$ cat config.mk
export PLATFORM = sky130hd
export DESIGN_NAME = regfile
export DESIGN_NICKNAME = d
export VERILOG_FILES = /design/src/common/mips_config.svh /design/src/common/mips_pkg.sv /design/src/hdl/regfile.sv
export SDC_FILE = /design/constraint.sdc
export NUM_CORES = 2
export LEC_CHECK = 0
export BUFFER_PORTS_ARGS = -buffer_cell sky130_fd_sc_hd__buf_2
export CORE_MARGIN = 2
export CORE_UTILIZATION = 58
export DETAILED_ROUTE_END_ITERATION = 8
export PLACE_DENSITY_LB_ADDON = 0.3
export SYNTH_ARGS = -nofsm -noshare
export SYNTH_HDL_FRONTEND = slang
export SYNTH_SLANG_ARGS = --single-unit
$ cat constraint.sdc
create_clock -name clk -period 2.9 [get_ports clk]
set_input_delay 0.29 -clock clk [delete_from_list [all_inputs] [get_ports clk]]
set_output_delay 0.29 -clock clk [all_outputs]
set_load 0.005 [all_outputs]
$ cat src/common/mips_config.svh
`ifndef MIPS_CONFIG_SVH
`define MIPS_CONFIG_SVH

`define DMEM_WORDS 256
`define RESET_PC   32'h0000_0000

// Primary opcodes
`define OP_SPECIAL 6'h00
`define OP_BEQ     6'h04
`define OP_BNE     6'h05
`define OP_ADDIU   6'h09
`define OP_ORI     6'h0d
`define OP_LUI     6'h0f
`define OP_LW      6'h23
`define OP_SW      6'h2b

`define FN_ADDU    6'h21  // SPECIAL function field
`define FN_SUBU    6'h23
`define FN_AND     6'h24
`define FN_OR      6'h25
`define FN_XOR     6'h26
`define FN_SLT     6'h2a

`endif

$ cat src/common/mips_pkg.sv
`default_nettype none

package mips_pkg;

    typedef logic [31:0] word_t;
    typedef logic [31:0] addr_t;
    typedef logic [4:0]  regf_t;

    typedef enum logic [3:0] {
        OPER_NOP,
        OPER_ADDU,
        OPER_SUBU,
        OPER_AND,
        OPER_OR,
        OPER_XOR,
        OPER_SLT,
        OPER_ADDIU,
        OPER_ORI,
        OPER_LUI,
        OPER_LW,
        OPER_SW,
        OPER_BEQ,
        OPER_BNE
    } oper_t;

    typedef enum logic [2:0] {
        ALU_ADD,
        ALU_SUB,
        ALU_AND,
        ALU_OR,
        ALU_XOR,
        ALU_SLT,
        ALU_LUI
    } alu_op_t;

    // All zero is a NOP
    typedef struct packed {
        oper_t   oper;
        alu_op_t alu_op;
        regf_t   rs;       // Zero when not read
        regf_t   rt;       // Zero when not read
        regf_t   rd;
        word_t   imm;
        logic    use_imm;
        logic    wr_en;
        logic    load;
        logic    store;
    } decoded_t;

endpackage

`default_nettype wire

$ cat src/hdl/regfile.sv
`default_nettype none

module regfile
    import mips_pkg::*;
(
    input  logic  clk,
    input  logic  arst_n,
    input  regf_t ra,
    input  regf_t rb,
    output word_t da,
    output word_t db,
    input  logic  we,
    input  regf_t wa,
    input  word_t wd
);

    word_t regs [1:31];  // r0 has no storage

    always_ff @(posedge clk or negedge arst_n) begin
        if (!arst_n) begin
            for (int i = 1; i < 32; i++)
                regs[i] <= '0;
        end else if (we && wa != '0) begin
            regs[wa] <= wd;
        end
    end

    // Write-through on a same-cycle hit
    always_comb begin
        da = '0;
        if (ra != '0)
            da = (we && wa == ra) ? wd : regs[ra];
    end

    always_comb begin
        db = '0;
        if (rb != '0)
            db = (we && wa == rb) ? wd : regs[rb];
    end

endmodule

`default_nettype wire

After elaboration in Yosys (flattened, before gate mapping)
Index checks and enable logic that the tools add are counted.
Cells by class
  add/sub/neg operators: 0
  multipliers: 0
  divide/modulo/power cells: 0
  magnitude comparators: 4
  equality and inequality tests: 2
  shift operators: 0
  muxes and demuxes: 13
  bitwise operators: 3
  reduce and logical (&&, ||, !) cells: 7
Operators by type and width (count)
  bitwise mux 992 bit: 1
  binary-select mux 32 bit (select 5 bit): 2
  2-to-1 mux 32 bit: 9
  demux 32 bit (select 5 bit): 1
  >= comparator 6 bit, second input constant: 3
  NOT 5 -> 6 bit: 3
  nonzero test 5 bit: 3
  equality test 5 bit: 2
  < comparator 6 x 1 -> 1 bit, second input constant: 1
  logical AND 1 bit: 4
Storage, ports and cells
  register bits after elaboration: 992
  latch bits: 0
  bits in writable memories: 0
  bits in read-only memories: 0
  input port bits: 50
  logic and storage cells: 60
  memories: 0

Logic depth before layout (Yosys ltp)
  depth after elaboration: 6
  gate-level depth with buffers: 10
  depth with buffers taken out: 5

Worst setup path before layout
No wires, ideal clock.
  path kind: input -> output
  from: input port ra[1]
  to: output port da[29]
  arrival: 1884 ps
  required time: 2610 ps
  path slack: 726 ps
  stages: 8
  buffers on the path: 4
  cell sequence: buf_2 > buf_2 > buf_2 > buf_2 > mux4_2 > a221o_1 > nor3_1 > nor2_1
Between the ends
  word-level cells in the longest chain between the ends: 6
  elaborated cells between the ends (all ways): 9
  those cells by class: eq/ne: 1; mux: 5; bitwise: 1; reduce/logical: 2
RTL lines
  from (decl): RTL line regfile.sv:8  | input regf_t ra,
  NOT 5 -> 6 bit (not written as such): RTL line regfile.sv:32  | da = (we && wa == ra) ? wd : regs[ra];
  binary-select mux 32 bit (select 5 bit): RTL line regfile.sv:32
  2-to-1 mux 32 bit (not written as such) (2 in a row): RTL line regfile.sv:32
  2-to-1 mux 32 bit: RTL line regfile.sv:32
  2-to-1 mux 32 bit (*): RTL line regfile.sv:31  | if (ra != '0)
  to (decl): RTL line regfile.sv:10  | output word_t da,
Mark *: on every way between the ends. The rest lies on a longest branch, timed or not. The select of a mux whose other input is x is not followed.

Worst setup path after layout
  from: register regs[269] (netlist bit)
  to: output port da[13]
Between the ends
  word-level cells in the longest chain between the ends: 5
RTL lines
  from (decl): RTL line regfile.sv:17  | word_t regs [1:31];
  from (signal, indexed assignment): RTL line regfile.sv:24  | regs[wa] <= wd;
  binary-select mux 32 bit (select 5 bit): RTL line regfile.sv:32
  2-to-1 mux 32 bit (not written as such) (2 in a row): RTL line regfile.sv:32
  2-to-1 mux 32 bit: RTL line regfile.sv:32
  2-to-1 mux 32 bit: RTL line regfile.sv:31
No other way between the ends. The select of a mux whose other input is x is not followed.

==> metrics.csv <==
metric,value,unit
cell area after technology mapping,53700,sq um
Core ar.,91700,sq um
register area share after synthesis,46.3,%
Tightest Hold Check Type,in2reg,
Routed Antenna Nets,0,
"commonest cells after routing, fill and taps aside","mux2_2, dfrtp_1, mux4_2",
"FFs w/ async S/R, synth",100,%
post-synth top area cell,dfrtp_1,
leak pwr,26.4,nW
largest net degree at the start of global routing,108,
vias per cell,7.46,
insertion delay to the later sink of the worst-skew pair,0.67,ns
htree depth,3,
syn avg cell area,14.7,sq um
synthesized instance count,3659,
Layout fillers,6415,
Critical Path RT,2.61,ns
DIE WIDTH,308,microns
Peak Freq,333,MHz
crit path DAT,2.72,ns
routability cong.,0.930,
Detailed Routing Iterations Pass 1,7,
Final period util,104,%
slew margin rel.,12.5,%
CTS buffer count,102,
RSZ-0062 raised after global routing,true,
biggest regs,regs (992),
number of global-route vias before repair,38200,
final net count,3800,
die area,95000,sq um
P&R area growth vs syn,13.5,%
DP Wirelength,110,mm
FP Rows,111,
Clock Sinks,992,
Routed WL,178,mm
final setup fails,2,
clock buffer depth,3,
Clock transition at path regs,0.06,ns
Yosys cell types,48,
maximum vdd drop,0.440,mV
PortBufs,113,
YS warnings,0,
crit path time final,3.01,ns
post-synth top area share,46.3,%
maximum capacitance violations,0,
Synth Net Count,3709,
CTS tree,built,
failing checks,setup timing,
number of synthesized flops with an enable pin,0,
Die Y-Extent,308,microns
status,"complete, but fails checks",
Slew @ Worst Pin,1.31,ns
Synth area leaders,"dfrtp_1, mux2_2, mux4_2",
CP bufs+invs,1,
slowest cell on the critical path,mux4_2,
DRC,0,
Overall Power,41.8,mW
Setup Crit Path Kind,reg2out,
CP top delay family,multiplexers,
CP Max Fanout,3,
CTS Root Cell,clkbuf_16,
Seq cells post-synth,992,
sequential cell area,24800,sq um
fin worst setup slack,-0.106,ns
Largest register FFs,992,
Inst Count DP,4824,
hold slack,0.0267,ns
Startpoint Class,register,
CP endpoint kind,output pin,
share of layout cells above drive strength 1,56.9,%
Setup Skew,0,ns
crit path cell chain,mux4_2 -> mux2i_1 -> nand2_1 -> nand4_1 -> o211ai_1 -> buf_2,
vias,37500,
I/O pin count,114,
first-pass GRT wire length,262,mm
count of final hold-check violations,0,
GRT Total Usage,38.2,%
power per cell area,686,nW/um^2
CP peak stage delay,0.47,ns
multi-input logic area,27300,sq um
initial antenna violation count,17,
Final Non-Filler Cells,5024,
"most common cell after layout, fill and taps aside",mux2_2,
Reg with most FFs,regs,
initial core utilization,58.5,%
max-slew violation count,0,
"Primary FF master, synth",dfrtp_1,
initial DRC count,5018,
total grt overflow,0,
WL per Instance,35.5,microns
[layout make-up]
cell class | count | share of cell area (%)
multi-input combinational | 2257 | 44.8
sequential | 992 | 40.8
timing repair buffer | 396 | 6.05
clock buffer | 146 | 4.81
tap | 1186 | 2.44
clock inverter | 40 | 1.09
antenna | 6 | 0.0246
inverter | 1 | 0.00616
[power breakdown]
part | internal, mW | switching, mW | total, mW
Sequential | 16.6 | 2.07 | 18.6
Combinational | 5.29 | 3.63 | 8.93
Clock | 8.60 | 5.65 | 14.3
Total | 30.5 | 11.4 | 41.8
[per-layer routing]
layer	wire length [microns]	vias to the layer above	part of all wire [%]	GRT usage, %
li1	-	14400	-	-
met1	67000	19800	38	52.9
met2	77600	2656	43	54.8
met3	23900	625	13	12.7
met4	9710	24	5.4	17.9
met5	155	-	0.087	0
[final timing paths]
check	start	endpoint	slack [ns]	cells past startpoint
max	regs[269]	da[13]	-0.11	6
max in group asynchronous	arst_n	regs[971]	1.59	3
max reg2reg	regs[256]	regs[256]	1.88	3
min	wd[28]	regs[956]	0.03	2
min reg2reg	regs[304]	regs[304]	0.52	1
min in group asynchronous	arst_n	regs[188]	0.18	2
[cells in the mapped netlist, types with 24 or more instances]
cell type / number
mux2i_1: 50
mux4_2: 417
nor2b_1: 40
nand2_1: 34
mux2_2: 1104
buf_1: 59
a221oi_1: 85
nor2_1: 112
nor3_1: 53
nor4_1: 24
o21ai_0: 64
clkbuf_1: 202
a22o_1: 31
buf_2: 109
dfrtp_1: 992
[logic make-up (layout without fill, tap and decap cells)]
group | count (synthesis) | in the layout | share of synthesized area (%)
AO/OA/AOI/OAI | 346 | 346 | 5.10
XOR/XNOR | 10 | 10 | 0.163
buffers and inverters | 410 | 583 | 3.56
flip-flops | 992 | 992 | 46.3
multiplexers | 1578 | 1578 | 41.9
other | 0 | 6 | 0
AND/OR/NAND/NOR | 323 | 323 | 2.98
[through the flow]
stage                     TNS (ns)  cell area [sq um]  util [%]  setup slack [ns]
after floorplan                  0              53700         -             0.726
after global placement      -0.144              57100      62.3            -0.120
after detailed placement   -0.0721              57100      62.3           -0.0721
after CTS                        0              60800      66.3           0.00111
after global routing        -0.106              60900      66.4            -0.106
final                       -0.117              60900      66.5            -0.106
[what timing repair did]
item,in CTS,in global routing
endpoints found under the hold margin,41,0
hold buffers,3,0
pin swaps,9,13
resized for setup,15,19
gates cloned,0,0
setup buffers,5,5
endpoints found under the setup margin,9,18
Power figures use the tool's default switching activity.
