$ cat config.mk
export PLATFORM = sky130hd
export DESIGN_NAME = datapath_flat
export DESIGN_NICKNAME = d
export VERILOG_FILES = /design/src/common/mips_pkg.sv /design/src/common/sram_if.sv /design/src/datapath/alu.sv /design/src/datapath/decoder.sv /design/src/datapath/hazard_unit.sv /design/src/datapath/datapath.sv /design/src/flat_wrapper.sv
export VERILOG_INCLUDE_DIRS = /design/src /design/src/common
export SDC_FILE = /design/constraint.sdc
export NUM_CORES = 1
export LEC_CHECK = 0
export ABC_CLOCK_PERIOD_IN_PS = 7500
export BUFFER_PORTS_ARGS = -buffer_cell sky130_fd_sc_hd__buf_4
export CAP_MARGIN = 20
export CORE_MARGIN = 2
export CORE_UTILIZATION = 55
export CTS_CLUSTER_SIZE = 30
export DETAILED_ROUTE_END_ITERATION = 10
export HOLD_SLACK_MARGIN = 0.03
export PLACE_DENSITY_LB_ADDON = 0.05
export REMOVE_ABC_BUFFERS = 1
export SYNTH_ARGS = -nofsm -noshare
export SYNTH_HDL_FRONTEND = slang
export SYNTH_SLANG_ARGS = --single-unit
$ cat constraint.sdc
create_clock -name clk -period 7.5 [get_ports clk]
set_input_delay 0 -clock clk [delete_from_list [all_inputs] [get_ports clk]]
set_output_delay 0 -clock clk [all_outputs]
set_load 0.01 [all_outputs]
$ cat src/common/mips_config.svh
`ifndef MIPS_CONFIG_SVH
`define MIPS_CONFIG_SVH

`define DMEM_WORDS 256
`define RESET_PC   32'h0000_0000

// Primary opcodes
`define OP_SPECIAL 6'h00
`define OP_BEQ     6'h04
`define OP_BNE     6'h05
`define OP_ADDIU   6'h09
`define OP_ORI     6'h0d
`define OP_LUI     6'h0f
`define OP_LW      6'h23
`define OP_SW      6'h2b

`define FN_ADDU    6'h21  // SPECIAL function field
`define FN_SUBU    6'h23
`define FN_AND     6'h24
`define FN_OR      6'h25
`define FN_XOR     6'h26
`define FN_SLT     6'h2a

`endif

$ cat src/common/mips_pkg.sv
`default_nettype none

package mips_pkg;

    typedef logic [31:0] word_t;
    typedef logic [31:0] addr_t;
    typedef logic [4:0]  regf_t;

    typedef enum logic [3:0] {
        OPER_NOP,
        OPER_ADDU,
        OPER_SUBU,
        OPER_AND,
        OPER_OR,
        OPER_XOR,
        OPER_SLT,
        OPER_ADDIU,
        OPER_ORI,
        OPER_LUI,
        OPER_LW,
        OPER_SW,
        OPER_BEQ,
        OPER_BNE
    } oper_t;

    typedef enum logic [2:0] {
        ALU_ADD,
        ALU_SUB,
        ALU_AND,
        ALU_OR,
        ALU_XOR,
        ALU_SLT,
        ALU_LUI
    } alu_op_t;

    // All zero is a NOP
    typedef struct packed {
        oper_t   oper;
        alu_op_t alu_op;
        regf_t   rs;       // Zero when not read
        regf_t   rt;       // Zero when not read
        regf_t   rd;
        word_t   imm;
        logic    use_imm;
        logic    wr_en;
        logic    load;
        logic    store;
    } decoded_t;

endpackage

`default_nettype wire

$ cat src/common/sram_if.sv
`default_nettype none

interface sram_if
    import mips_pkg::*;
();

    logic  en;
    logic  we;
    addr_t addr;
    word_t wdata;
    word_t rdata;  // Valid the cycle after a read

    modport master (output en, we, addr, wdata, input rdata);
    modport slave  (input en, we, addr, wdata, output rdata);

endinterface

`default_nettype wire

$ cat src/datapath/alu.sv
`default_nettype none

module alu
    import mips_pkg::*;
(
    input  alu_op_t op,
    input  word_t   a,
    input  word_t   b,
    output word_t   result
);

    always_comb begin
        case (op)
            ALU_ADD: result = a + b;  // Wraps, no overflow trap
            ALU_SUB: result = a - b;
            ALU_AND: result = a & b;
            ALU_OR:  result = a | b;
            ALU_XOR: result = a ^ b;
            ALU_SLT: result = {31'd0, $signed(a) < $signed(b)};
            ALU_LUI: result = b << 16;
            default: result = '0;
        endcase
    end

endmodule

`default_nettype wire

$ cat src/datapath/decoder.sv
`default_nettype none
`include "mips_config.svh"

module decoder
    import mips_pkg::*;
(
    input  word_t    inst,
    input  addr_t    pc,
    input  word_t    rs_value,
    input  word_t    rt_value,
    output decoded_t dec,
    output logic     branch_taken,
    output addr_t    branch_target
);

    oper_t      oper;
    logic [5:0] opcode;
    logic [5:0] funct;
    word_t      sext;
    word_t      zext;

    assign opcode = inst[31:26];
    assign funct  = inst[5:0];
    assign sext   = {{16{inst[15]}}, inst[15:0]};
    assign zext   = {16'h0000, inst[15:0]};

    always_comb begin
        case (opcode)
            `OP_SPECIAL: begin
                case (funct)
                    `FN_ADDU: oper = OPER_ADDU;
                    `FN_SUBU: oper = OPER_SUBU;
                    `FN_AND:  oper = OPER_AND;
                    `FN_OR:   oper = OPER_OR;
                    `FN_XOR:  oper = OPER_XOR;
                    `FN_SLT:  oper = OPER_SLT;
                    default:  oper = OPER_NOP;
                endcase
            end
            `OP_ADDIU: oper = OPER_ADDIU;
            `OP_ORI:   oper = OPER_ORI;
            `OP_LUI:   oper = OPER_LUI;
            `OP_LW:    oper = OPER_LW;
            `OP_SW:    oper = OPER_SW;
            `OP_BEQ:   oper = OPER_BEQ;
            `OP_BNE:   oper = OPER_BNE;
            default:   oper = OPER_NOP;
        endcase
    end

    always_comb begin
        dec      = '0;
        dec.oper = oper;
        dec.imm  = (oper == OPER_ORI || oper == OPER_LUI) ? zext : sext;
        case (oper)
            OPER_ADDU, OPER_SUBU, OPER_AND, OPER_OR, OPER_XOR, OPER_SLT: begin
                dec.rs    = inst[25:21];
                dec.rt    = inst[20:16];
                dec.rd    = inst[15:11];
                dec.wr_en = 1'b1;
            end
            OPER_ADDIU, OPER_ORI, OPER_LW: begin
                dec.rs      = inst[25:21];
                dec.rd      = inst[20:16];
                dec.use_imm = 1'b1;
                dec.wr_en   = 1'b1;
                dec.load    = (oper == OPER_LW);
            end
            OPER_LUI: begin
                dec.rd      = inst[20:16];
                dec.use_imm = 1'b1;
                dec.wr_en   = 1'b1;
            end
            OPER_SW: begin
                dec.rs      = inst[25:21];
                dec.rt      = inst[20:16];  // Store data
                dec.use_imm = 1'b1;
                dec.store   = 1'b1;
            end
            OPER_BEQ, OPER_BNE: begin
                dec.rs = inst[25:21];
                dec.rt = inst[20:16];
            end
            default: ;
        endcase
        case (oper)
            OPER_SUBU:          dec.alu_op = ALU_SUB;
            OPER_AND:           dec.alu_op = ALU_AND;
            OPER_OR, OPER_ORI:  dec.alu_op = ALU_OR;
            OPER_XOR:           dec.alu_op = ALU_XOR;
            OPER_SLT:           dec.alu_op = ALU_SLT;
            OPER_LUI:           dec.alu_op = ALU_LUI;
            default:            dec.alu_op = ALU_ADD;  // Also address calc
        endcase
    end

    // Relative to the delay slot
    assign branch_target = pc + 32'd4 + {sext[29:0], 2'b00};
    assign branch_taken  = (oper == OPER_BEQ && rs_value == rt_value) ||
                           (oper == OPER_BNE && rs_value != rt_value);

endmodule

`default_nettype wire

$ cat src/datapath/hazard_unit.sv
`default_nettype none

module hazard_unit
    import mips_pkg::*;
(
    input  decoded_t   id_dec,
    input  decoded_t   ex_dec,
    input  decoded_t   mm_dec,
    input  decoded_t   wb_dec,
    input  logic       imem_stall,
    output logic [1:0] fwd_id_rs,
    output logic [1:0] fwd_id_rt,
    output logic [1:0] fwd_ex_rs,
    output logic [1:0] fwd_ex_rt,
    output logic       pc_stall,
    output logic       if_id_stall,
    output logic       id_ex_flush
);

    logic is_branch;
    logic ex_dep;
    logic mm_dep;
    logic load_use;
    logic branch_wait;
    logic stall;

    // Producer p writes register r
    function automatic logic hit(input decoded_t p, input regf_t r);
        return (r != '0) && p.wr_en && (p.rd == r);
    endfunction

    // Bit 0 takes memory stage, bit 1 writeback; younger first
    function automatic logic [1:0] fwd_sel(input decoded_t mm, input decoded_t wb,
                                           input regf_t r);
        if (hit(mm, r) && !mm.load)
            return 2'b01;
        if (hit(wb, r))
            return 2'b10;
        return 2'b00;
    endfunction

    assign fwd_id_rs = fwd_sel(mm_dec, wb_dec, id_dec.rs);
    assign fwd_id_rt = fwd_sel(mm_dec, wb_dec, id_dec.rt);
    assign fwd_ex_rs = fwd_sel(mm_dec, wb_dec, ex_dec.rs);
    assign fwd_ex_rt = fwd_sel(mm_dec, wb_dec, ex_dec.rt);

    assign is_branch = (id_dec.oper == OPER_BEQ) || (id_dec.oper == OPER_BNE);
    assign ex_dep    = hit(ex_dec, id_dec.rs) || hit(ex_dec, id_dec.rt);
    assign mm_dep    = hit(mm_dec, id_dec.rs) || hit(mm_dec, id_dec.rt);

    // Non-branch consumers pick up a load from writeback in execute
    assign load_use    = ex_dec.load && ex_dep;
    assign branch_wait = is_branch && (ex_dep || (mm_dec.load && mm_dep));

    assign stall       = imem_stall | load_use | branch_wait;
    assign pc_stall    = stall;
    assign if_id_stall = stall;
    assign id_ex_flush = stall;

endmodule

`default_nettype wire

$ cat src/datapath/datapath.sv
`default_nettype none
`include "mips_config.svh"

module datapath
    import mips_pkg::*;
(
    input  logic   clk,
    input  logic   arst_n,
    input  logic   imem_stall,
    output logic   imem_en,
    output addr_t  imem_addr,
    input  word_t  imem_rdata,
    output regf_t  rs_regf,
    output regf_t  rt_regf,
    input  word_t  rs_data,
    input  word_t  rt_data,
    output logic   rd_we,
    output regf_t  rd_regf,
    output word_t  rd_data,
    sram_if.master dbus,
    output logic   wb_valid,
    output addr_t  wb_pc,
    output regf_t  wb_regf,
    output word_t  wb_data
);

    addr_t      pc;
    logic       fetch_on;
    logic       id_valid;
    addr_t      id_pc;
    word_t      id_inst;
    decoded_t   id_dec;
    word_t      id_rs_value;
    word_t      id_rt_value;
    logic       branch_taken;
    addr_t      branch_target;
    addr_t      ex_pc;
    decoded_t   ex_dec;
    word_t      ex_rs_data;
    word_t      ex_rt_data;
    word_t      ex_rs_value;
    word_t      ex_rt_value;
    word_t      ex_b;
    word_t      ex_result;
    addr_t      mm_pc;
    decoded_t   mm_dec;
    word_t      mm_result;
    word_t      mm_store;
    decoded_t   wb_dec;
    word_t      wb_result;
    word_t      wb_value;
    logic [1:0] fwd_id_rs;
    logic [1:0] fwd_id_rt;
    logic [1:0] fwd_ex_rs;
    logic [1:0] fwd_ex_rt;
    logic       pc_stall;
    logic       if_id_stall;
    logic       id_ex_flush;

    function automatic word_t pick(input logic [1:0] sel, input word_t reg_v,
                                   input word_t mm_v, input word_t wb_v);
        if (sel[0])
            return mm_v;
        if (sel[1])
            return wb_v;
        return reg_v;
    endfunction

    // No fetch while held, so imem_rdata keeps the decode word
    assign imem_en   = fetch_on & ~pc_stall;
    assign imem_addr = pc;

    always_ff @(posedge clk or negedge arst_n) begin
        if (!arst_n) begin
            pc       <= `RESET_PC;
            fetch_on <= 1'b0;
            id_valid <= 1'b0;
        end else begin
            fetch_on <= 1'b1;
            if (imem_en)
                pc <= branch_taken ? branch_target : pc + 32'd4;
            if (!if_id_stall)
                id_valid <= fetch_on;
        end
    end

    always_ff @(posedge clk) begin
        if (!if_id_stall)
            id_pc <= pc;
    end

    assign id_inst     = id_valid ? imem_rdata : '0;
    assign id_rs_value = pick(fwd_id_rs, rs_data, mm_result, wb_value);
    assign id_rt_value = pick(fwd_id_rt, rt_data, mm_result, wb_value);
    assign rs_regf     = id_dec.rs;
    assign rt_regf     = id_dec.rt;

    decoder decoder_inst (
        .inst          (id_inst),
        .pc            (id_pc),
        .rs_value      (id_rs_value),
        .rt_value      (id_rt_value),
        .dec           (id_dec),
        .branch_taken  (branch_taken),
        .branch_target (branch_target)
    );

    // Decoded control, NOP on reset and flush
    always_ff @(posedge clk or negedge arst_n) begin
        if (!arst_n) begin
            ex_dec <= '0;
            mm_dec <= '0;
            wb_dec <= '0;
        end else begin
            ex_dec <= id_ex_flush ? '0 : id_dec;
            mm_dec <= ex_dec;
            wb_dec <= mm_dec;
        end
    end

    always_ff @(posedge clk) begin
        ex_pc      <= id_pc;
        ex_rs_data <= id_rs_value;
        ex_rt_data <= id_rt_value;
        mm_pc      <= ex_pc;
        mm_result  <= ex_result;
        mm_store   <= ex_rt_value;
        wb_pc      <= mm_pc;
        wb_result  <= mm_result;
    end

    assign ex_rs_value = pick(fwd_ex_rs, ex_rs_data, mm_result, wb_value);
    assign ex_rt_value = pick(fwd_ex_rt, ex_rt_data, mm_result, wb_value);
    assign ex_b        = ex_dec.use_imm ? ex_dec.imm : ex_rt_value;

    alu alu_inst (
        .op     (ex_dec.alu_op),
        .a      (ex_rs_value),
        .b      (ex_b),
        .result (ex_result)
    );

    assign dbus.en    = mm_dec.load | mm_dec.store;
    assign dbus.we    = mm_dec.store;
    assign dbus.addr  = mm_result;  // Base plus offset from execute
    assign dbus.wdata = mm_store;

    assign wb_value = wb_dec.load ? dbus.rdata : wb_result;
    assign wb_valid = wb_dec.wr_en && (wb_dec.rd != '0);
    assign wb_regf  = wb_dec.rd;
    assign wb_data  = wb_value;
    assign rd_we    = wb_valid;
    assign rd_regf  = wb_dec.rd;
    assign rd_data  = wb_value;

    hazard_unit hazard_unit_inst (
        .id_dec      (id_dec),
        .ex_dec      (ex_dec),
        .mm_dec      (mm_dec),
        .wb_dec      (wb_dec),
        .imem_stall  (imem_stall),
        .fwd_id_rs   (fwd_id_rs),
        .fwd_id_rt   (fwd_id_rt),
        .fwd_ex_rs   (fwd_ex_rs),
        .fwd_ex_rt   (fwd_ex_rt),
        .pc_stall    (pc_stall),
        .if_id_stall (if_id_stall),
        .id_ex_flush (id_ex_flush)
    );

    // An access is a load or a store, never both
    assert property (@(posedge clk) disable iff (!arst_n)
        dbus.en |-> (mm_dec.load ^ mm_dec.store))
        else $error("data memory read and written in one cycle");

endmodule

`default_nettype wire

$ cat src/flat_wrapper.sv
// flat-port wrapper written by rule: the top's interface ports become plain ports
module datapath_flat import mips_pkg::*;
  (clk, arst_n, imem_stall, imem_en, imem_addr, imem_rdata, rs_regf, rt_regf, rs_data, rt_data, rd_we, rd_regf, rd_data, wb_valid, wb_pc, wb_regf, wb_data, dbus_en, dbus_we, dbus_addr, dbus_wdata, dbus_rdata);
  sram_if dbus_i ();
  input  logic clk;
  input  logic arst_n;
  input  logic imem_stall;
  output logic imem_en;
  output addr_t imem_addr;
  input  word_t imem_rdata;
  output regf_t rs_regf;
  output regf_t rt_regf;
  input  word_t rs_data;
  input  word_t rt_data;
  output logic rd_we;
  output regf_t rd_regf;
  output word_t rd_data;
  output logic wb_valid;
  output addr_t wb_pc;
  output regf_t wb_regf;
  output word_t wb_data;
  output wire logic [$bits(dbus_i.en)-1:0] dbus_en;
  output wire logic [$bits(dbus_i.we)-1:0] dbus_we;
  output wire logic [$bits(dbus_i.addr)-1:0] dbus_addr;
  output wire logic [$bits(dbus_i.wdata)-1:0] dbus_wdata;
  input wire logic [$bits(dbus_i.rdata)-1:0] dbus_rdata;
  assign dbus_en = dbus_i.en;
  assign dbus_we = dbus_i.we;
  assign dbus_addr = dbus_i.addr;
  assign dbus_wdata = dbus_i.wdata;
  assign dbus_i.rdata = dbus_rdata;
  datapath u_core (.clk(clk), .arst_n(arst_n), .imem_stall(imem_stall), .imem_en(imem_en), .imem_addr(imem_addr), .imem_rdata(imem_rdata), .rs_regf(rs_regf), .rt_regf(rt_regf), .rs_data(rs_data), .rt_data(rt_data), .rd_we(rd_we), .rd_regf(rd_regf), .rd_data(rd_data), .dbus(dbus_i), .wb_valid(wb_valid), .wb_pc(wb_pc), .wb_regf(wb_regf), .wb_data(wb_data));
endmodule
Word level (Yosys, flattened, before mapping) --
Index checks and enable logic that the tools add are counted.
Word-level totals: register bits after elaboration 391, latch bits 0, bits in writable memories 0, ROM bits 0, input bits 131, output and inout port bits 217, logic and storage cells 211, memories 0
Operators by class: $add $sub $neg 5, $mul 0, divide/modulo/power cells 0, $lt $le $gt $ge 1, equal/unequal tests 44, shift-type cells 0, muxes and demuxes 73, bitwise gates (word level) 8, reduce and logical (&&, ||, !) cells 52
Operators by type and width (number):
- $mux W32 | 21
- $pmux W32 S7 | 1
- $add A32 B3 Y32 const B | 2
- $add A32 B32 Y32 | 2
- $mux W54 | 1
- $eq A5 B5 Y1 | 10
- $eq A6 B6 Y1 const B | 8
- $pmux W3 S6 | 2
- $and A32 B32 Y32 | 1
- $eq A32 B32 Y1 | 1
- $lt A32 B32 Y1 | 1
- $mux W2 | 16
- $ne A32 B32 Y1 | 1
- $or A32 B32 Y32 | 1
- $pmux W4 S8 | 1
- $sub A32 B32 Y32 | 1
- $xor A32 B32 Y32 | 1
- $logic_and A1 B1 Y1 | 30
- $mux W1 | 28
- $reduce_bool A5 Y1 | 5
- $eq A4 B4 Y1 const B | 6
- $eq A6 B4 Y1 const B | 3
- $eq A4 B3 Y1 const B | 4
- $eq A6 B3 Y1 const B | 2
- 22 further kinds | 34

Logic depth before layout (Yosys ltp) --
Gate-level depths: netlist of the first run.
depth in word-level cells 23, depth in mapped cells 26, gate-level depth less buffers 23

By module --
Synthesis of the first run repeated with hierarchy kept, for this count alone.
Second synthesis, totals: cells, all modules 2850, area, all modules 25911.1 µm²
Modules (own cells, without submodules):
- datapath | times used 1, cells each 1524, area each 16752.3 µm²
- alu | times used 1, cells each 837, area each 5546.6 µm²
- decoder | times used 1, cells each 383, area each 2834.0 µm²
- hazard_unit | times used 1, cells each 106, area each 778.2 µm²

Worst setup path after synthesis of the first run --
OpenSTA, ideal clock, no wires.
path kind flip-flop to flip-flop, from register u_core.rd_regf[1] (netlist name), to register u_core.mm_result[31] (netlist: u_core.dbus.addr[31]), setup time 0.079 ns, data arrival time 5.833 ns, data required time 7.421 ns, path slack 1.587 ns, cell stages (with the launch flop) 25, path buffers 3, period minus slack after synthesis 5.913 ns, cell sequence dfrtp_1 -> clkbuf_1 -> xnor2_1 -> nand4_1 -> nor4_1 -> buf_1 -> buf_1 -> mux2i_1 -> o21ai_0 -> mux2_2 -> inv_1 -> ha_1 -> a21o_1 -> a21o_1 -> a2111oi_0 -> nor4_1 -> nor3_1 -> nor4_1 -> o31a_1 -> a41oi_1 -> a21oi_1 -> a31oi_1 -> o21ai_0 -> or4_1 -> a22oi_1
Between the ends: longest elaborated chain between the ends 13, elaborated cells on any way between the ends 33, classes of those cells 2 x add/sub; 2 x eq/ne; 24 x mux; 3 x bitwise; 2 x reduce/logical
Ends and longest elaborated chain:
- $eq A5 B5 Y1 (*) | RTL line hazard_unit.sv:29 | return (r != '0) && p.wr_en && (p.rd == r);
- $logic_and A1 B1 Y1 (*) | RTL line hazard_unit.sv:29
- $mux W1 (2 in a row) | RTL line hazard_unit.sv:37 | if (hit(wb, r))
- $mux W2 (*) | RTL line hazard_unit.sv:39 | return 2'b00;
- $mux W2 (*) | RTL line hazard_unit.sv:37
- $mux W1 (2 in a row) | RTL line datapath.sv:64 | if (sel[1])
- $mux W32 | RTL line datapath.sv:66 | return reg_v;
- $mux W32 (*) | RTL line datapath.sv:64
- named net u_core.ex_rt_value[1] | RTL line datapath.sv:42 | word_t ex_rt_value;
- $mux W32 (*) | RTL line datapath.sv:134 | assign ex_b = ex_dec.use_imm ? ex_dec.imm : ex_rt_value;
- $sub A32 B32 Y32 or $add A32 B32 Y32 (tied branches) | RTL line alu.sv:15, alu.sv:14
- $pmux W32 S7 (*) | RTL line alu.sv:13 | case (op)
- named net u_core.alu_inst.result[31] | RTL line alu.sv:9 | output word_t result
- end signal: assignment | RTL line datapath.sv:126 | mm_result <= ex_result;
- end: declaration | RTL line datapath.sv:47 | word_t mm_result;
Mark *: on every way through the listed nets, which the timed path passes. The rest lies on a longest branch. The select of a mux whose other input is x is not followed. A chain may end at the register's enable or synchronous reset.

Worst setup path in the final report of the first run --
from register u_core.rd_regf[1] (netlist name), to register u_core.mm_result[31] (netlist: u_core.dbus.addr[31])
Between the ends: longest elaborated chain between the ends 13, elaborated cells on any way between the ends 33, classes of those cells 2 x add/sub; 2 x eq/ne; 24 x mux; 3 x bitwise; 2 x reduce/logical
Ends and longest elaborated chain (RTL line):
- $eq A5 B5 Y1 (*) | hazard_unit.sv:29
- $logic_and A1 B1 Y1 (*) | hazard_unit.sv:29
- $mux W1 (2 in a row) | hazard_unit.sv:37
- $mux W2 (*) | hazard_unit.sv:39
- $mux W2 (*) | hazard_unit.sv:37
- $mux W1 (2 in a row) | datapath.sv:64
- $mux W32 | datapath.sv:66
- $mux W32 (*) | datapath.sv:64
- named net u_core.ex_rt_value[1] | datapath.sv:42
- $mux W32 (*) | datapath.sv:134
- $sub A32 B32 Y32 or $add A32 B32 Y32 (tied branches) | alu.sv:15, alu.sv:14
- $pmux W32 S7 (*) | alu.sv:13
- named net u_core.alu_inst.result[31] | alu.sv:9
Marks and branches as above.

==> results of run 1 <==
==> cells by family (layout without fill, tap and decap cells) <==
family                     count (synthesis)  in the layout  synth area share
AOI/OAI and AO/OA                        671            671             0.198
xor gates and xnor gates                  92             92            0.0361
adders and majority gates                157            157            0.0891
buffers and inverters                    314            690            0.0647
DFF                                      376            376             0.371
muxes                                    179            179            0.0826
other                                      1              1          0.000168
and+or+nand+nor                          725            725             0.158
==> layer usage <==
layer  GRT usage  up-vias  wire length (µm)  share of wire
li1            -     9684                 -              -
met1       0.467    10100             30900           0.37
met2       0.635     1203             39100           0.47
met3      0.0759      312              7520          0.091
met4       0.230        4              5120          0.062
met5           0        -                27        0.00033
==> flip-flops by register name, indices dropped and copies added, names as in the netlist <==
name / count
u_core.dbus.addr: 32
u_core.ex_dec: 39
u_core.imem_addr: 32
u_core.ex_rt_data: 32
u_core.ex_pc: 32
u_core.dbus.wdata: 32
u_core.mm_pc: 32
u_core.mm_dec: 7
u_core.rd_regf: 5
u_core.dbus.we: 1
u_core.id_pc: 32
u_core.wb_pc: 32
u_core.id_valid: 1
u_core.wb_result: 32
u_core.ex_rs_data: 32
u_core.fetch_on: 1
u_core.wb_dec: 2
==> final cells by class <==
cell class / instances / area, µm² / area share
multi-input cells: 1825 / 12600 / 0.461
flip-flops and latches: 376 / 8290 / 0.302
repair buffers: 489 / 4020 / 0.147
clock buffers: 50 / 1100 / 0.0401
well taps: 525 / 657 / 0.0240
inverters: 129 / 484 / 0.0177
clock inverters: 22 / 229 / 0.00835
==> tightest hold or removal path, stage by stage <==
cell and delay (ns):
sky130_fd_sc_hd__buf_4 0.07, sky130_fd_sc_hd__mux2_2 0.23, sky130_fd_sc_hd__mux2i_1 0.09, sky130_fd_sc_hd__o21ai_0 0.21
==> path summary, 6_finish.rpt <==
check	endpoint	slack [ns]
max	u_core.dbus.addr[31]$_DFF_P_	0.69
min	u_core.dbus.wdata[2]$_DFF_P_	0.06
max reg2reg	u_core.dbus.addr[31]$_DFF_P_	0.69
min reg2reg	u_core.mm_pc[3]$_DFF_P_	0.33
max in group asynchronous	u_core.wb_dec[1]$_DFF_PN0_	6.28
min in group asynchronous	u_core.imem_addr[25]$_DFFE_PN0P_	0.45
==> where the power goes <==
group	internal (mW)	leakage [nW]	switching (mW)	total, mW
clock	1.16	0.661	0.890	2.05
sequential	2.20	3.59	0.182	2.38
combinational	0.645	7.49	0.826	1.47
==> what timing repair did <==
action,in CTS,in global routing
hold buffers,107,0
buffers inserted,0,0
endpoints found under the hold margin,186,0
==> cell usage in the layout (no fill, tap or decap), types with 41 or more instances in the layout <==
master and count:
sky130_fd_sc_hd__dlygate4sd3_1 106, sky130_fd_sc_hd__dfrtp_1 85, sky130_fd_sc_hd__dfxtp_1 256, sky130_fd_sc_hd__xnor2_1 62
sky130_fd_sc_hd__nand2_1 266, sky130_fd_sc_hd__a21oi_1 112, sky130_fd_sc_hd__nor3_1 71, sky130_fd_sc_hd__ha_1 154
sky130_fd_sc_hd__buf_4 376, sky130_fd_sc_hd__mux2i_1 138, sky130_fd_sc_hd__inv_1 127, sky130_fd_sc_hd__o21ai_0 190
sky130_fd_sc_hd__clkbuf_16 41, sky130_fd_sc_hd__nor2_1 139
==> metrics by stage <==
stage | setup TNS, ns | utilization | setup WS (ns) | area [µm²]
5_1_grt | 0 | 0.687 | 0.314 | 27400
2_1_floorplan | -49.21 | - | -2.00 | 21400
4_1_cts | 0 | 0.687 | 0.817 | 27400
3_3_place_gp | 0 | 0.627 | 1.03 | 25000
3_5_place_dp | 0 | 0.627 | 0.837 | 25000
6_report | 0 | 0.687 | 0.694 | 27400
==> run_summary.xml, run 1 <==
<?xml version="1.0" encoding="UTF-8"?>
<metrics>
  <group name="placed_design">
    <metric name="routabilityCongestion" unit="">1.00</metric>
    <metric name="port_buffers" unit="">347</metric>
    <metric name="number_of_placed_instances_taps_included" unit="">3237</metric>
    <metric name="dp.final_hpwl" unit="µm">59500</metric>
  </group>
  <group name="global_route">
    <metric name="grt_overflow_total" unit="">0</metric>
    <metric name="wire_length_of_the_first_global_routing_pass" unit="µm">123000</metric>
    <metric name="gr-usage-all-layers" unit="">0.385</metric>
    <metric name="number_of_global_route_vias_before_repair" unit="">20600</metric>
    <metric name="maximum_number_of_pins_on_one_net_before_global_route_repair" unit="">94</metric>
    <metric name="initial_antenna_violation_count" unit="">2</metric>
  </group>
  <group name="synthesis">
    <metric name="post_synth_num_cell_types" unit="">89</metric>
    <metric name="synth-edff-count" unit="">32</metric>
    <metric name="yosys.area.top_type_share" unit="">0.230</metric>
    <metric name="synth_top_cells_by_area" unit="">sky130_fd_sc_hd__dfxtp_1 23%, sky130_fd_sc_hd__dfrtp_1 9.9%, sky130_fd_sc_hd__ha_1 8.6%</metric>
    <metric name="ys_dominant_reg_cell" unit="">sky130_fd_sc_hd__dfxtp_1</metric>
    <metric name="yosysWarningCount" unit="">0</metric>
    <metric name="synth-async-reset-ratio" unit="">0.234</metric>
    <metric name="netlist.top_cell.by_area" unit="">sky130_fd_sc_hd__dfxtp_1</metric>
    <metric name="synthCells" unit="">2515</metric>
    <metric name="synth.top_cells.by_count" unit="">266 x sky130_fd_sc_hd__nand2_1, 256 x sky130_fd_sc_hd__dfxtp_1, 190 x sky130_fd_sc_hd__o21ai_0, 154 x sky130_fd_sc_hd__ha_1, 139 x sky130_fd_sc_hd__nor2_1</metric>
    <metric name="postSynthAreaPerCell" unit="µm²">8.87</metric>
    <metric name="synthMostInstantiatedCell" unit="">sky130_fd_sc_hd__nand2_1</metric>
    <metric name="ys_seq_area_frac" unit="">0.371</metric>
    <metric name="post_synth_instance_area" unit="mm²">0.0223</metric>
    <metric name="synth_seq_cells" unit="">376</metric>
  </group>
  <group name="drt">
    <metric name="route.detailed.vias_per_inst" unit="">6.23</metric>
    <metric name="wl" unit="µm">82700</metric>
    <metric name="detailedRoute.firstPassIterationCount" unit="">7</metric>
    <metric name="routedWlPerCell" unit="µm">24.2</metric>
    <metric name="post_route_drc_violation_count" unit="">0</metric>
    <metric name="drtIter0Drc" unit="">1986</metric>
    <metric name="via_count" unit="">21300</metric>
    <metric name="postRouteAntennaNets" unit="">0</metric>
  </group>
  <group name="clock_network">
    <metric name="path_clk_slew" unit="ns">0.06</metric>
    <metric name="cts.path.max_buffers" unit="">3</metric>
    <metric name="tritoncts" unit="">built</metric>
    <metric name="cts.root.buffer_cell" unit="">sky130_fd_sc_hd__clkbuf_16</metric>
    <metric name="clk-insertion-delay-late" unit="ns">0.60</metric>
    <metric name="tritoncts.num_buffers" unit="">41</metric>
    <metric name="clock_sink_count" unit="">376</metric>
    <metric name="cts-htree-levels" unit="">2</metric>
    <metric name="cts-resized-gates" unit="">0</metric>
  </group>
  <group name="pwr">
    <metric name="powerDensity" unit="mW/mm²">215</metric>
    <metric name="finalPower" unit="mW">5.89</metric>
    <metric name="max-vdd-ir-drop" unit="mV">0.225</metric>
    <metric name="p_leak" unit="nW">11.7</metric>
  </group>
  <group name="sta">
    <metric name="hold-worst-slack" unit="ns">0.0587</metric>
    <metric name="rsz_0062_raised_after_global_routing" unit="">false</metric>
    <metric name="timing.final.crit_share" unit="">0.907</metric>
    <metric name="finalMaxSlewViolations" unit="">0</metric>
    <metric name="timing_hold_violations_final" unit="">0</metric>
    <metric name="worstMarginPinSlew" unit="ns">1.15</metric>
    <metric name="fin_worst_skew" unit="ns">0.0315</metric>
    <metric name="max_clock_freq" unit="GHz">0.147</metric>
    <metric name="setup_viol" unit="">0</metric>
    <metric name="layout_min_cycle_time" unit="ns">6.81</metric>
    <metric name="timing.max_slew.rel_slack" unit="">0.235</metric>
  </group>
  <group name="floorplanning">
    <metric name="i_o_pins" unit="">348</metric>
    <metric name="die_area" unit="mm²">0.0422</metric>
    <metric name="initial_core_util" unit="">0.559</metric>
    <metric name="die_height" unit="µm">205</metric>
    <metric name="fp-row-count" unit="">73</metric>
    <metric name="floorplan.core_area" unit="mm²">0.0399</metric>
    <metric name="die_x" unit="µm">205</metric>
  </group>
  <group name="cells_and_area">
    <metric name="layout.nets" unit="">3150</metric>
    <metric name="antenna_cells" unit="">0</metric>
    <metric name="finalNonFillerCells" unit="">3416</metric>
    <metric name="drive_gt1_frac" unit="">0.185</metric>
    <metric name="flow.area_growth_from_synthesis" unit="%">22.9</metric>
    <metric name="fillCellCount" unit="">3098</metric>
  </group>
  <group name="setup_path">
    <metric name="cp_max_fo" unit="">20</metric>
    <metric name="sum_of_buffers_and_inverters_on_the_critical_path" unit="">2</metric>
    <metric name="cp.required" unit="ns">8.01</metric>
    <metric name="worst-path-stages" unit="">22</metric>
    <metric name="reg2reg_from" unit="">u_core.rd_regf[1]$_DFF_PN0_</metric>
    <metric name="critPathTopFamily" unit="">compound AO/OA/AOI/OAI gates</metric>
    <metric name="critical_path.endpoint_type" unit="">register</metric>
    <metric name="critPathMaxStageDelay" unit="ns">0.67</metric>
    <metric name="worstSetupStartpoint" unit="">u_core.rd_regf[1]$_DFF_PN0_</metric>
    <metric name="critical_path.slowest_cell" unit="">sky130_fd_sc_hd__dfrtp_1</metric>
    <metric name="crit_chain" unit="">xnor2_1 -&gt; nand4_1 -&gt; nor4_2 -&gt; buf_4 -&gt; mux2i_1 -&gt; o21ai_0 -&gt; mux2_2 -&gt; inv_1 -&gt; ha_1 -&gt; a21o_1 -&gt; a21o_1 -&gt; a2111oi_0 -&gt; nor4_1 -&gt; nor3_1 -&gt; nor4_1 -&gt; o31a_1 -&gt; a41oi_1 -&gt; a21oi_1 -&gt; a31oi_1 -&gt; o21ai_0 -&gt; or4_1 -&gt; a22oi_1</metric>
    <metric name="critical_path_arrival" unit="ns">7.32</metric>
    <metric name="worstSetupPathType" unit="">reg -&gt; reg</metric>
    <metric name="crit_path_start_kind" unit="">register</metric>
    <metric name="reg2reg_depth" unit="">22</metric>
  </group>
  <group name="min_path">
    <metric name="worst_hold_path_cells" unit="">4</metric>
    <metric name="min_delay_startpoint" unit="">dbus_rdata[2]</metric>
    <metric name="holdCritPathClass" unit="">in -&gt; reg</metric>
  </group>
  <group name="status">
    <metric name="outcome" unit="">finished, final reports clean</metric>
  </group>
  <group name="job">
    <metric name="maxCapViolations" unit="">0</metric>
  </group>
</metrics>
(Power assumes the default switching activity.)
==> run 2, diff against run 1 <==
--- a/config.mk
+++ b/config.mk
@@ -9,5 +9,4 @@
 export ABC_CLOCK_PERIOD_IN_PS = 7500
 export BUFFER_PORTS_ARGS = -buffer_cell sky130_fd_sc_hd__buf_4
-export CAP_MARGIN = 20
 export CORE_MARGIN = 2
 export CORE_UTILIZATION = 55
@@ -15,5 +14,5 @@
 export DETAILED_ROUTE_END_ITERATION = 10
 export HOLD_SLACK_MARGIN = 0.03
-export PLACE_DENSITY_LB_ADDON = 0.05
+export PLACE_DENSITY = 0.78
 export REMOVE_ABC_BUFFERS = 1
 export SYNTH_ARGS = -nofsm -noshare
==> constraint.sdc (replaced) <==
create_clock -name clk -period 7.5 [get_ports clk]
set_input_delay 0.75 -clock clk [delete_from_list [all_inputs] [get_ports clk]]
set_output_delay 0.75 -clock clk [all_outputs]
set_load 0.01 [all_outputs]
==> run 2 against run 1 <==
Global-route usage down 0.32 points. Critical endpoint unchanged. Worst hold slack better by 0.054 ns. Highest routed layer unchanged. Via count shrank 2.8%. Die area is the same. Total power down 3.0%. Critical path depth grew 2. Non-clock buffer count down 90. Combinational power shrank 3%. Register-to-register slack better by 0.14 ns. Final cell count is 2.5% lower. Wire length decreased by 1.2%.
==> run_summary.xml, run 2 (synthesis gave the netlist of run 1 again) <==
<?xml version="1.0" encoding="UTF-8"?>
<metrics>
  <group name="status">
    <metric name="outcome" unit="">finished, final reports clean</metric>
  </group>
  <group name="pwr">
    <metric name="p_leak" unit="nW">11.3</metric>
    <metric name="seqPwrFrac" unit="">0.416</metric>
    <metric name="power_report.internal_total" unit="mW">3.85</metric>
    <metric name="p_comb_frac" unit="">0.249</metric>
    <metric name="powerDensity" unit="mW/mm²">217</metric>
    <metric name="max-vdd-ir-drop" unit="mV">0.209</metric>
    <metric name="power.switching_fraction" unit="">0.327</metric>
    <metric name="power.share.clock" unit="">0.335</metric>
    <metric name="switchingPower" unit="mW">1.87</metric>
  </group>
  <group name="floorplanning">
    <metric name="die_area" unit="mm²">0.0422</metric>
    <metric name="fp-row-count" unit="">73</metric>
    <metric name="initial_core_util" unit="">0.559</metric>
    <metric name="die_height" unit="µm">205</metric>
    <metric name="floorplan.core_area" unit="mm²">0.0399</metric>
    <metric name="i_o_pins" unit="">348</metric>
    <metric name="die_x" unit="µm">205</metric>
  </group>
  <group name="cells_and_area">
    <metric name="final_util" unit="">0.660</metric>
    <metric name="layout.nets" unit="">3060</metric>
    <metric name="flow.area_growth_from_synthesis" unit="%">18.0</metric>
    <metric name="largest_register_ffs" unit="">39</metric>
    <metric name="biggest_register" unit="">u_core.ex_dec</metric>
    <metric name="finalInstanceArea" unit="mm²">0.0263</metric>
    <metric name="drive_gt1_frac" unit="">0.194</metric>
    <metric name="fillCellCount" unit="">3281</metric>
    <metric name="layout_common_cells" unit="">396 x sky130_fd_sc_hd__buf_4, 266 x sky130_fd_sc_hd__nand2_1, 256 x sky130_fd_sc_hd__dfxtp_1</metric>
    <metric name="most_common_cell_after_layout_fill_and_taps_aside" unit="">sky130_fd_sc_hd__buf_4</metric>
  </group>
  <group name="clock_network">
    <metric name="cts.path.max_buffers" unit="">3</metric>
    <metric name="tritoncts.num_buffers" unit="">41</metric>
    <metric name="clk-insertion-delay-late" unit="ns">0.59</metric>
    <metric name="cts-resized-gates" unit="">0</metric>
    <metric name="path_clk_slew" unit="ns">0.06</metric>
    <metric name="clock_sink_count" unit="">376</metric>
    <metric name="cts.root.buffer_cell" unit="">sky130_fd_sc_hd__clkbuf_16</metric>
    <metric name="tritoncts" unit="">built</metric>
    <metric name="cts.hold.buffers_added" unit="">0</metric>
    <metric name="cts-htree-levels" unit="">2</metric>
    <metric name="post-cts-setup-buffer-count" unit="">0</metric>
  </group>
  <group name="setup_path">
    <metric name="critical_path_arrival" unit="ns">7.18</metric>
    <metric name="worstSetupPathType" unit="">reg -&gt; reg</metric>
    <metric name="critical_path.endpoint_type" unit="">register</metric>
    <metric name="cp.required" unit="ns">8.02</metric>
    <metric name="crit_path_start_kind" unit="">register</metric>
    <metric name="cp_max_fo" unit="">14</metric>
    <metric name="regToRegSetupSlack" unit="ns">0.83</metric>
  </group>
  <group name="drt">
    <metric name="post_route_drc_violation_count" unit="">0</metric>
    <metric name="routedWlPerCell" unit="µm">24.5</metric>
    <metric name="dr_wl_met3" unit="µm">7260</metric>
    <metric name="wl" unit="µm">81700</metric>
    <metric name="drtIter0Drc" unit="">2232</metric>
    <metric name="top_signal_layer_used" unit="">met5</metric>
    <metric name="postRouteAntennaNets" unit="">0</metric>
    <metric name="met2_wirelength" unit="µm">37800</metric>
    <metric name="route.detailed.vias_per_inst" unit="">6.21</metric>
    <metric name="detailedRoute.firstPassIterationCount" unit="">7</metric>
    <metric name="via_count" unit="">20700</metric>
    <metric name="wirelength_met1" unit="µm">32600</metric>
  </group>
  <group name="sta">
    <metric name="timing.max_slew.rel_slack" unit="">0.277</metric>
    <metric name="timing_hold_violations_final" unit="">0</metric>
    <metric name="max_clock_freq" unit="GHz">0.150</metric>
    <metric name="finalMaxSlewViolations" unit="">0</metric>
    <metric name="rsz_0062_raised_after_global_routing" unit="">false</metric>
    <metric name="timing.final.crit_share" unit="">0.889</metric>
    <metric name="fin_worst_skew" unit="ns">0.0295</metric>
    <metric name="worstMarginPinSlew" unit="ns">1.08</metric>
    <metric name="layout_min_cycle_time" unit="ns">6.67</metric>
    <metric name="setup_viol" unit="">0</metric>
  </group>
  <group name="placed_design">
    <metric name="dp.final_hpwl" unit="µm">61600</metric>
    <metric name="routabilityCongestion" unit="">1.01</metric>
    <metric name="dpl-instance-area" unit="mm²">0.0251</metric>
    <metric name="port_buffers" unit="">347</metric>
  </group>
  <group name="job">
    <metric name="maxCapViolations" unit="">0</metric>
  </group>
  <group name="global_route">
    <metric name="gr-usage-all-layers" unit="">0.382</metric>
    <metric name="wire_length_of_the_first_global_routing_pass" unit="µm">122000</metric>
    <metric name="initial_antenna_violation_count" unit="">4</metric>
    <metric name="grt_overflow_total" unit="">0</metric>
    <metric name="number_of_global_route_vias_before_repair" unit="">20000</metric>
    <metric name="maximum_number_of_pins_on_one_net_before_global_route_repair" unit="">76</metric>
  </group>
  <group name="min_path">
    <metric name="holdCritPathClass" unit="">in -&gt; async</metric>
  </group>
</metrics>
-- run 2: cell count changes in the layout (fill, tap and decap cells not counted), moves of 2 or more --
cell / change
sky130_fd_sc_hd__buf_4: +20
sky130_fd_sc_hd__bufinv_16: -3
sky130_fd_sc_hd__clkinvlp_4: +2
sky130_fd_sc_hd__buf_12: -4
sky130_fd_sc_hd__dlygate4sd3_1: -106
sky130_fd_sc_hd__clkinv_2: -5
sky130_fd_sc_hd__clkbuf_1: +11
sky130_fd_sc_hd__clkbuf_8: -2
-- run 2: area by class of cell --
type,instances,area (µm²),area share
multi-input combinational,1825,12600,0.480
sequential,376,8290,0.315
clock inverter,16,124,0.00470
antenna,1,2.50,0.0000950
inverter,129,484,0.0184
clock buffer,59,1110,0.0423
timing repair buffer,399,3030,0.115
tap,525,657,0.0249
-- run 2: critical path, stage by stage, from the launching register on --
cell and delay [ns]:
sky130_fd_sc_hd__dfrtp_1 0.61, sky130_fd_sc_hd__xnor2_1 0.17, sky130_fd_sc_hd__nand4_1 0.15, sky130_fd_sc_hd__nor4_2 0.30
sky130_fd_sc_hd__buf_4 0.39, sky130_fd_sc_hd__mux2i_1 0.21, sky130_fd_sc_hd__o21ai_0 0.09, sky130_fd_sc_hd__buf_4 0.16
sky130_fd_sc_hd__mux2_2 0.32, sky130_fd_sc_hd__inv_1 0.15, sky130_fd_sc_hd__ha_1 0.28, sky130_fd_sc_hd__a21o_1 0.18
sky130_fd_sc_hd__a21o_1 0.19, sky130_fd_sc_hd__a2111oi_0 0.41, sky130_fd_sc_hd__buf_4 0.19, sky130_fd_sc_hd__nor4_1 0.06
sky130_fd_sc_hd__nor3_1 0.37, sky130_fd_sc_hd__nor4_1 0.15, sky130_fd_sc_hd__o31a_1 0.36, sky130_fd_sc_hd__a41oi_1 0.39
sky130_fd_sc_hd__a21oi_1 0.16, sky130_fd_sc_hd__a31oi_1 0.32, sky130_fd_sc_hd__o21ai_0 0.30, sky130_fd_sc_hd__or4_1 0.47
sky130_fd_sc_hd__a22oi_1 0.19
-- run 2: routing by layer --
metal  up-vias  track usage
met4         2        0.181
met5         -            0
met2      1118        0.628
li1       9497            -
met3       215       0.0683
met1      9850        0.487
-- run 2: worst paths after layout --
check | from | end | depth (start not counted)
setup / recovery | u_core.rd_regf[1]$_DFF_PN0_ | u_core.dbus.addr[31]$_DFF_P_ | 24
hold / removal | arst_n | u_core.imem_addr[1]$_DFFE_PN0P_ | 1
min in group clk | u_core.mm_pc[6]$_DFF_P_ | u_core.wb_pc[6]$_DFF_P_ | 0
setup reg to reg | u_core.rd_regf[1]$_DFF_PN0_ | u_core.dbus.addr[31]$_DFF_P_ | 24
max in group asynchronous | arst_n | u_core.ex_dec[53]$_DFF_PN0_ | 2
hold reg to reg | u_core.mm_pc[6]$_DFF_P_ | u_core.wb_pc[6]$_DFF_P_ | 0
-- run 2: per-stage QoR --
step	TNS (ns)	hold WS [ns]	total power, mW	worst slack, ns	cells
floorplan	-49.21	0.310	3.12	-2.00	2330
global placement	0	0.310	3.79	1.12	3254
detailed placement	0	0.312	3.81	0.992	3254
CTS	0	0.121	5.71	0.975	3329
global route	0	0.135	5.94	0.486	3329
finish	0	0.113	5.72	0.835	3330
-- run 2: power by group through the flow --
stage / sequential, mW / combinational, mW / clock, mW
global route: 2.39 / 1.53 / 2.02
CTS: 2.37 / 1.40 / 1.93
finish: 2.38 / 1.42 / 1.92
global placement: 2.41 / 1.38 / 0
detailed placement: 2.42 / 1.39 / 0
floorplan: 2.37 / 0.756 / 0
==> run 3, diff against run 2 <==
- ABC_CLOCK_PERIOD_IN_PS: 7500 -> 5350
- CORE_UTILIZATION: 55 -> 52
- PLACE_DENSITY: 0.78 -> 0.77
- clock period: 7.5 -> 5.35 ns (I/O delays scaled with it)
==> run 3 against run 2 <==
Final cell count up 8.0%. First-iteration DRC count down 11%. Total power up 48%. Maximum frequency up 25%. Final area up 10%. Largest cell class unchanged. Highest routed layer unchanged.
==> run_summary.xml, run 3 (synthesis gave the netlist of run 1 again) <==
<?xml version="1.0" encoding="UTF-8"?>
<metrics>
  <group name="status">
    <metric name="outcome" unit="">finished, final reports clean</metric>
  </group>
  <group name="clock_network">
    <metric name="path_clk_slew" unit="ns">0.06</metric>
    <metric name="cts.hold.buffers_added" unit="">0</metric>
    <metric name="cts.path.max_buffers" unit="">3</metric>
    <metric name="cts-htree-levels" unit="">2</metric>
    <metric name="clock_sink_count" unit="">376</metric>
    <metric name="cts.root.buffer_cell" unit="">sky130_fd_sc_hd__clkbuf_16</metric>
    <metric name="tritoncts.num_buffers" unit="">40</metric>
    <metric name="tritoncts" unit="">built</metric>
    <metric name="clk-insertion-delay-late" unit="ns">0.58</metric>
  </group>
  <group name="cells_and_area">
    <metric name="most_common_cell_after_layout_fill_and_taps_aside" unit="">sky130_fd_sc_hd__buf_4</metric>
    <metric name="final_util" unit="">0.688</metric>
    <metric name="finalInstanceArea" unit="mm²">0.0290</metric>
    <metric name="layout.nets" unit="">3313</metric>
    <metric name="multi_input_comb_area" unit="mm²">0.0131</metric>
    <metric name="layout_common_cells" unit="">629 x sky130_fd_sc_hd__buf_4, 266 x sky130_fd_sc_hd__nand2_1, 256 x sky130_fd_sc_hd__dfxtp_1</metric>
    <metric name="fillCellCount" unit="">3302</metric>
    <metric name="largest_register_ffs" unit="">39</metric>
    <metric name="flow.area_growth_from_synthesis" unit="%">30.0</metric>
    <metric name="ff_latch_area" unit="mm²">0.00829</metric>
    <metric name="biggest_register" unit="">u_core.ex_dec</metric>
    <metric name="drive_gt1_frac" unit="">0.284</metric>
  </group>
  <group name="setup_path">
    <metric name="worstSetupPathType" unit="">reg -&gt; reg</metric>
    <metric name="critical_path.endpoint_type" unit="">register</metric>
    <metric name="cp_max_fo" unit="">5</metric>
    <metric name="critical_path_arrival" unit="ns">5.82</metric>
    <metric name="crit_path_start_kind" unit="">register</metric>
    <metric name="cp.required" unit="ns">5.83</metric>
  </group>
  <group name="sta">
    <metric name="max_clock_freq" unit="GHz">0.187</metric>
    <metric name="rsz_0062_raised_after_global_routing" unit="">true</metric>
    <metric name="hold-worst-slack" unit="ns">0.0409</metric>
    <metric name="worstMarginPinSlew" unit="ns">1.22</metric>
    <metric name="timing.max_slew.rel_slack" unit="">0.187</metric>
    <metric name="setup_viol" unit="">0</metric>
    <metric name="finalMaxSlewViolations" unit="">0</metric>
    <metric name="fin_tns_setup" unit="ns">0</metric>
    <metric name="final_critical_path_setup_slack" unit="ns">0.0148</metric>
    <metric name="timing.final.crit_share" unit="">0.997</metric>
    <metric name="fin_worst_skew" unit="ns">0.0263</metric>
    <metric name="layout_min_cycle_time" unit="ns">5.34</metric>
    <metric name="timing_hold_violations_final" unit="">0</metric>
  </group>
  <group name="global_route">
    <metric name="grt_overflow_total" unit="">0</metric>
    <metric name="number_of_global_route_vias_before_repair" unit="">21600</metric>
    <metric name="gr-usage-all-layers" unit="">0.371</metric>
    <metric name="wire_length_of_the_first_global_routing_pass" unit="µm">126000</metric>
    <metric name="maximum_number_of_pins_on_one_net_before_global_route_repair" unit="">67</metric>
    <metric name="initial_antenna_violation_count" unit="">4</metric>
  </group>
  <group name="floorplanning">
    <metric name="floorplan.core_area" unit="mm²">0.0421</metric>
    <metric name="i_o_pins" unit="">348</metric>
    <metric name="die_area" unit="mm²">0.0446</metric>
    <metric name="fp-row-count" unit="">75</metric>
    <metric name="initial_core_util" unit="">0.530</metric>
    <metric name="die_x" unit="µm">211</metric>
    <metric name="die_height" unit="µm">211</metric>
  </group>
  <group name="min_path">
    <metric name="holdCritPathClass" unit="">in -&gt; async</metric>
  </group>
  <group name="drt">
    <metric name="detailedRoute.firstPassIterationCount" unit="">6</metric>
    <metric name="drtIter0Drc" unit="">1985</metric>
    <metric name="wl" unit="µm">85100</metric>
    <metric name="postRouteAntennaNets" unit="">0</metric>
    <metric name="post_route_drc_violation_count" unit="">0</metric>
    <metric name="via_count" unit="">22000</metric>
    <metric name="routedWlPerCell" unit="µm">23.7</metric>
    <metric name="route.detailed.vias_per_inst" unit="">6.12</metric>
  </group>
  <group name="pwr">
    <metric name="p_leak" unit="nW">12.8</metric>
    <metric name="powerDensity" unit="mW/mm²">291</metric>
    <metric name="max-vdd-ir-drop" unit="mV">0.297</metric>
  </group>
  <group name="placed_design">
    <metric name="dpl-instance-area" unit="mm²">0.0271</metric>
    <metric name="detailedPlace.worstSlack" unit="ns">-0.451</metric>
    <metric name="dp.final_hpwl" unit="µm">64700</metric>
    <metric name="port_buffers" unit="">347</metric>
    <metric name="routabilityCongestion" unit="">1.05</metric>
  </group>
  <group name="job">
    <metric name="maxCapViolations" unit="">0</metric>
  </group>
</metrics>
==> run 3: cell types whose count changed in the layout (fill, tap and decap cells not counted), sizes merged <==
cell,change
buf,+254
bufinv,+3
clkbuf,-4
clkinv,-1
clkinvlp,-2
inv,+2
==> run 3: critical path, stage by stage (launching register included) <==
cell	delay, ns
sky130_fd_sc_hd__dfrtp_1	0.40
sky130_fd_sc_hd__or4_4	0.56
sky130_fd_sc_hd__nor2_4	0.13
sky130_fd_sc_hd__nor4_4	0.06
sky130_fd_sc_hd__buf_6	0.14
sky130_fd_sc_hd__buf_12	0.12
sky130_fd_sc_hd__buf_4	0.17
sky130_fd_sc_hd__mux2i_1	0.15
sky130_fd_sc_hd__o21ai_1	0.11
sky130_fd_sc_hd__buf_4	0.20
sky130_fd_sc_hd__mux2_4	0.33
sky130_fd_sc_hd__ha_1	0.39
sky130_fd_sc_hd__nor2b_1	0.16
sky130_fd_sc_hd__o21bai_1	0.22
sky130_fd_sc_hd__nand2_1	0.15
sky130_fd_sc_hd__nand2b_1	0.10
sky130_fd_sc_hd__a21oi_1	0.08
sky130_fd_sc_hd__nor4_1	0.26
sky130_fd_sc_hd__o21ai_2	0.14
sky130_fd_sc_hd__a31oi_2	0.20
sky130_fd_sc_hd__a221oi_1	0.11
sky130_fd_sc_hd__a21o_1	0.21
sky130_fd_sc_hd__nor2b_1	0.15
sky130_fd_sc_hd__nor4b_2	0.35
sky130_fd_sc_hd__nor4_2	0.09
sky130_fd_sc_hd__a22oi_1	0.22
==> run 3: through the flow <==
stage	total power, mW	cells
6_report	8.45	3596
4_1_cts	8.38	3588
5_1_grt	8.77	3595
3_3_place_gp	5.47	3506
3_5_place_dp	5.51	3506
2_1_floorplan	4.38	2330
==> run 3: final cells by class <==
type                            instances  share of cell area
Timing Repair Buffer                  653               0.178
Tap cell                              539              0.0233
Sequential cell                       376               0.286
Clock inverter                         18             0.00720
Antenna cell                            1           0.0000863
Clock buffer                           55              0.0389
Multi-Input combinational cell       1825               0.450
Inverter                              129              0.0167
==> run 3: timing repair <==
action | CTS | global route
gates cloned | 0 | 0
pin swaps | 21 | 32
setup endpoints to repair | 8 | 44
gates resized for setup | 51 | 57
buffers inserted | 10 | 7
==> run 3: final timing paths <==
| path | startpoint | to | slack [ns] | cells after the start |
|---|---|---|---|---|
| setup / recovery | u_core.ex_dec[41]$_DFF_PN0_ | u_core.dbus.addr[31]$_DFF_P_ | 0.01 | 25 |
| min in group clk | imem_rdata[4] | u_core.ex_dec[8]$_DFF_PN0_ | 0.24 | 2 |
| hold reg to reg | u_core.mm_pc[6]$_DFF_P_ | u_core.wb_pc[6]$_DFF_P_ | 0.32 | 0 |
| setup reg to reg | u_core.ex_dec[41]$_DFF_PN0_ | u_core.dbus.addr[31]$_DFF_P_ | 0.01 | 25 |
| hold / removal | arst_n | u_core.imem_addr[0]$_DFFE_PN0P_ | 0.04 | 1 |
| max in group asynchronous | arst_n | u_core.imem_addr[4]$_DFFE_PN0P_ | 4.32 | 2 |
==> run 3: per-layer routing <==
metal	wire length, µm	vias up	global-route usage
li1	-	9993	-
met1	32800	10500	0.454
met2	39700	1184	0.616
met3	7580	272	0.0736
met4	4970	4	0.204
met5	27	-	0
==> run 3: report_power, final <==
part	leakage, nW	switching (mW)	total [mW]	internal [mW]
logic	8.53	1.23	2.28	1.05
registers	3.59	0.250	3.33	3.08
clock network	0.660	1.21	2.84	1.64
total	12.8	2.69	8.45	5.76
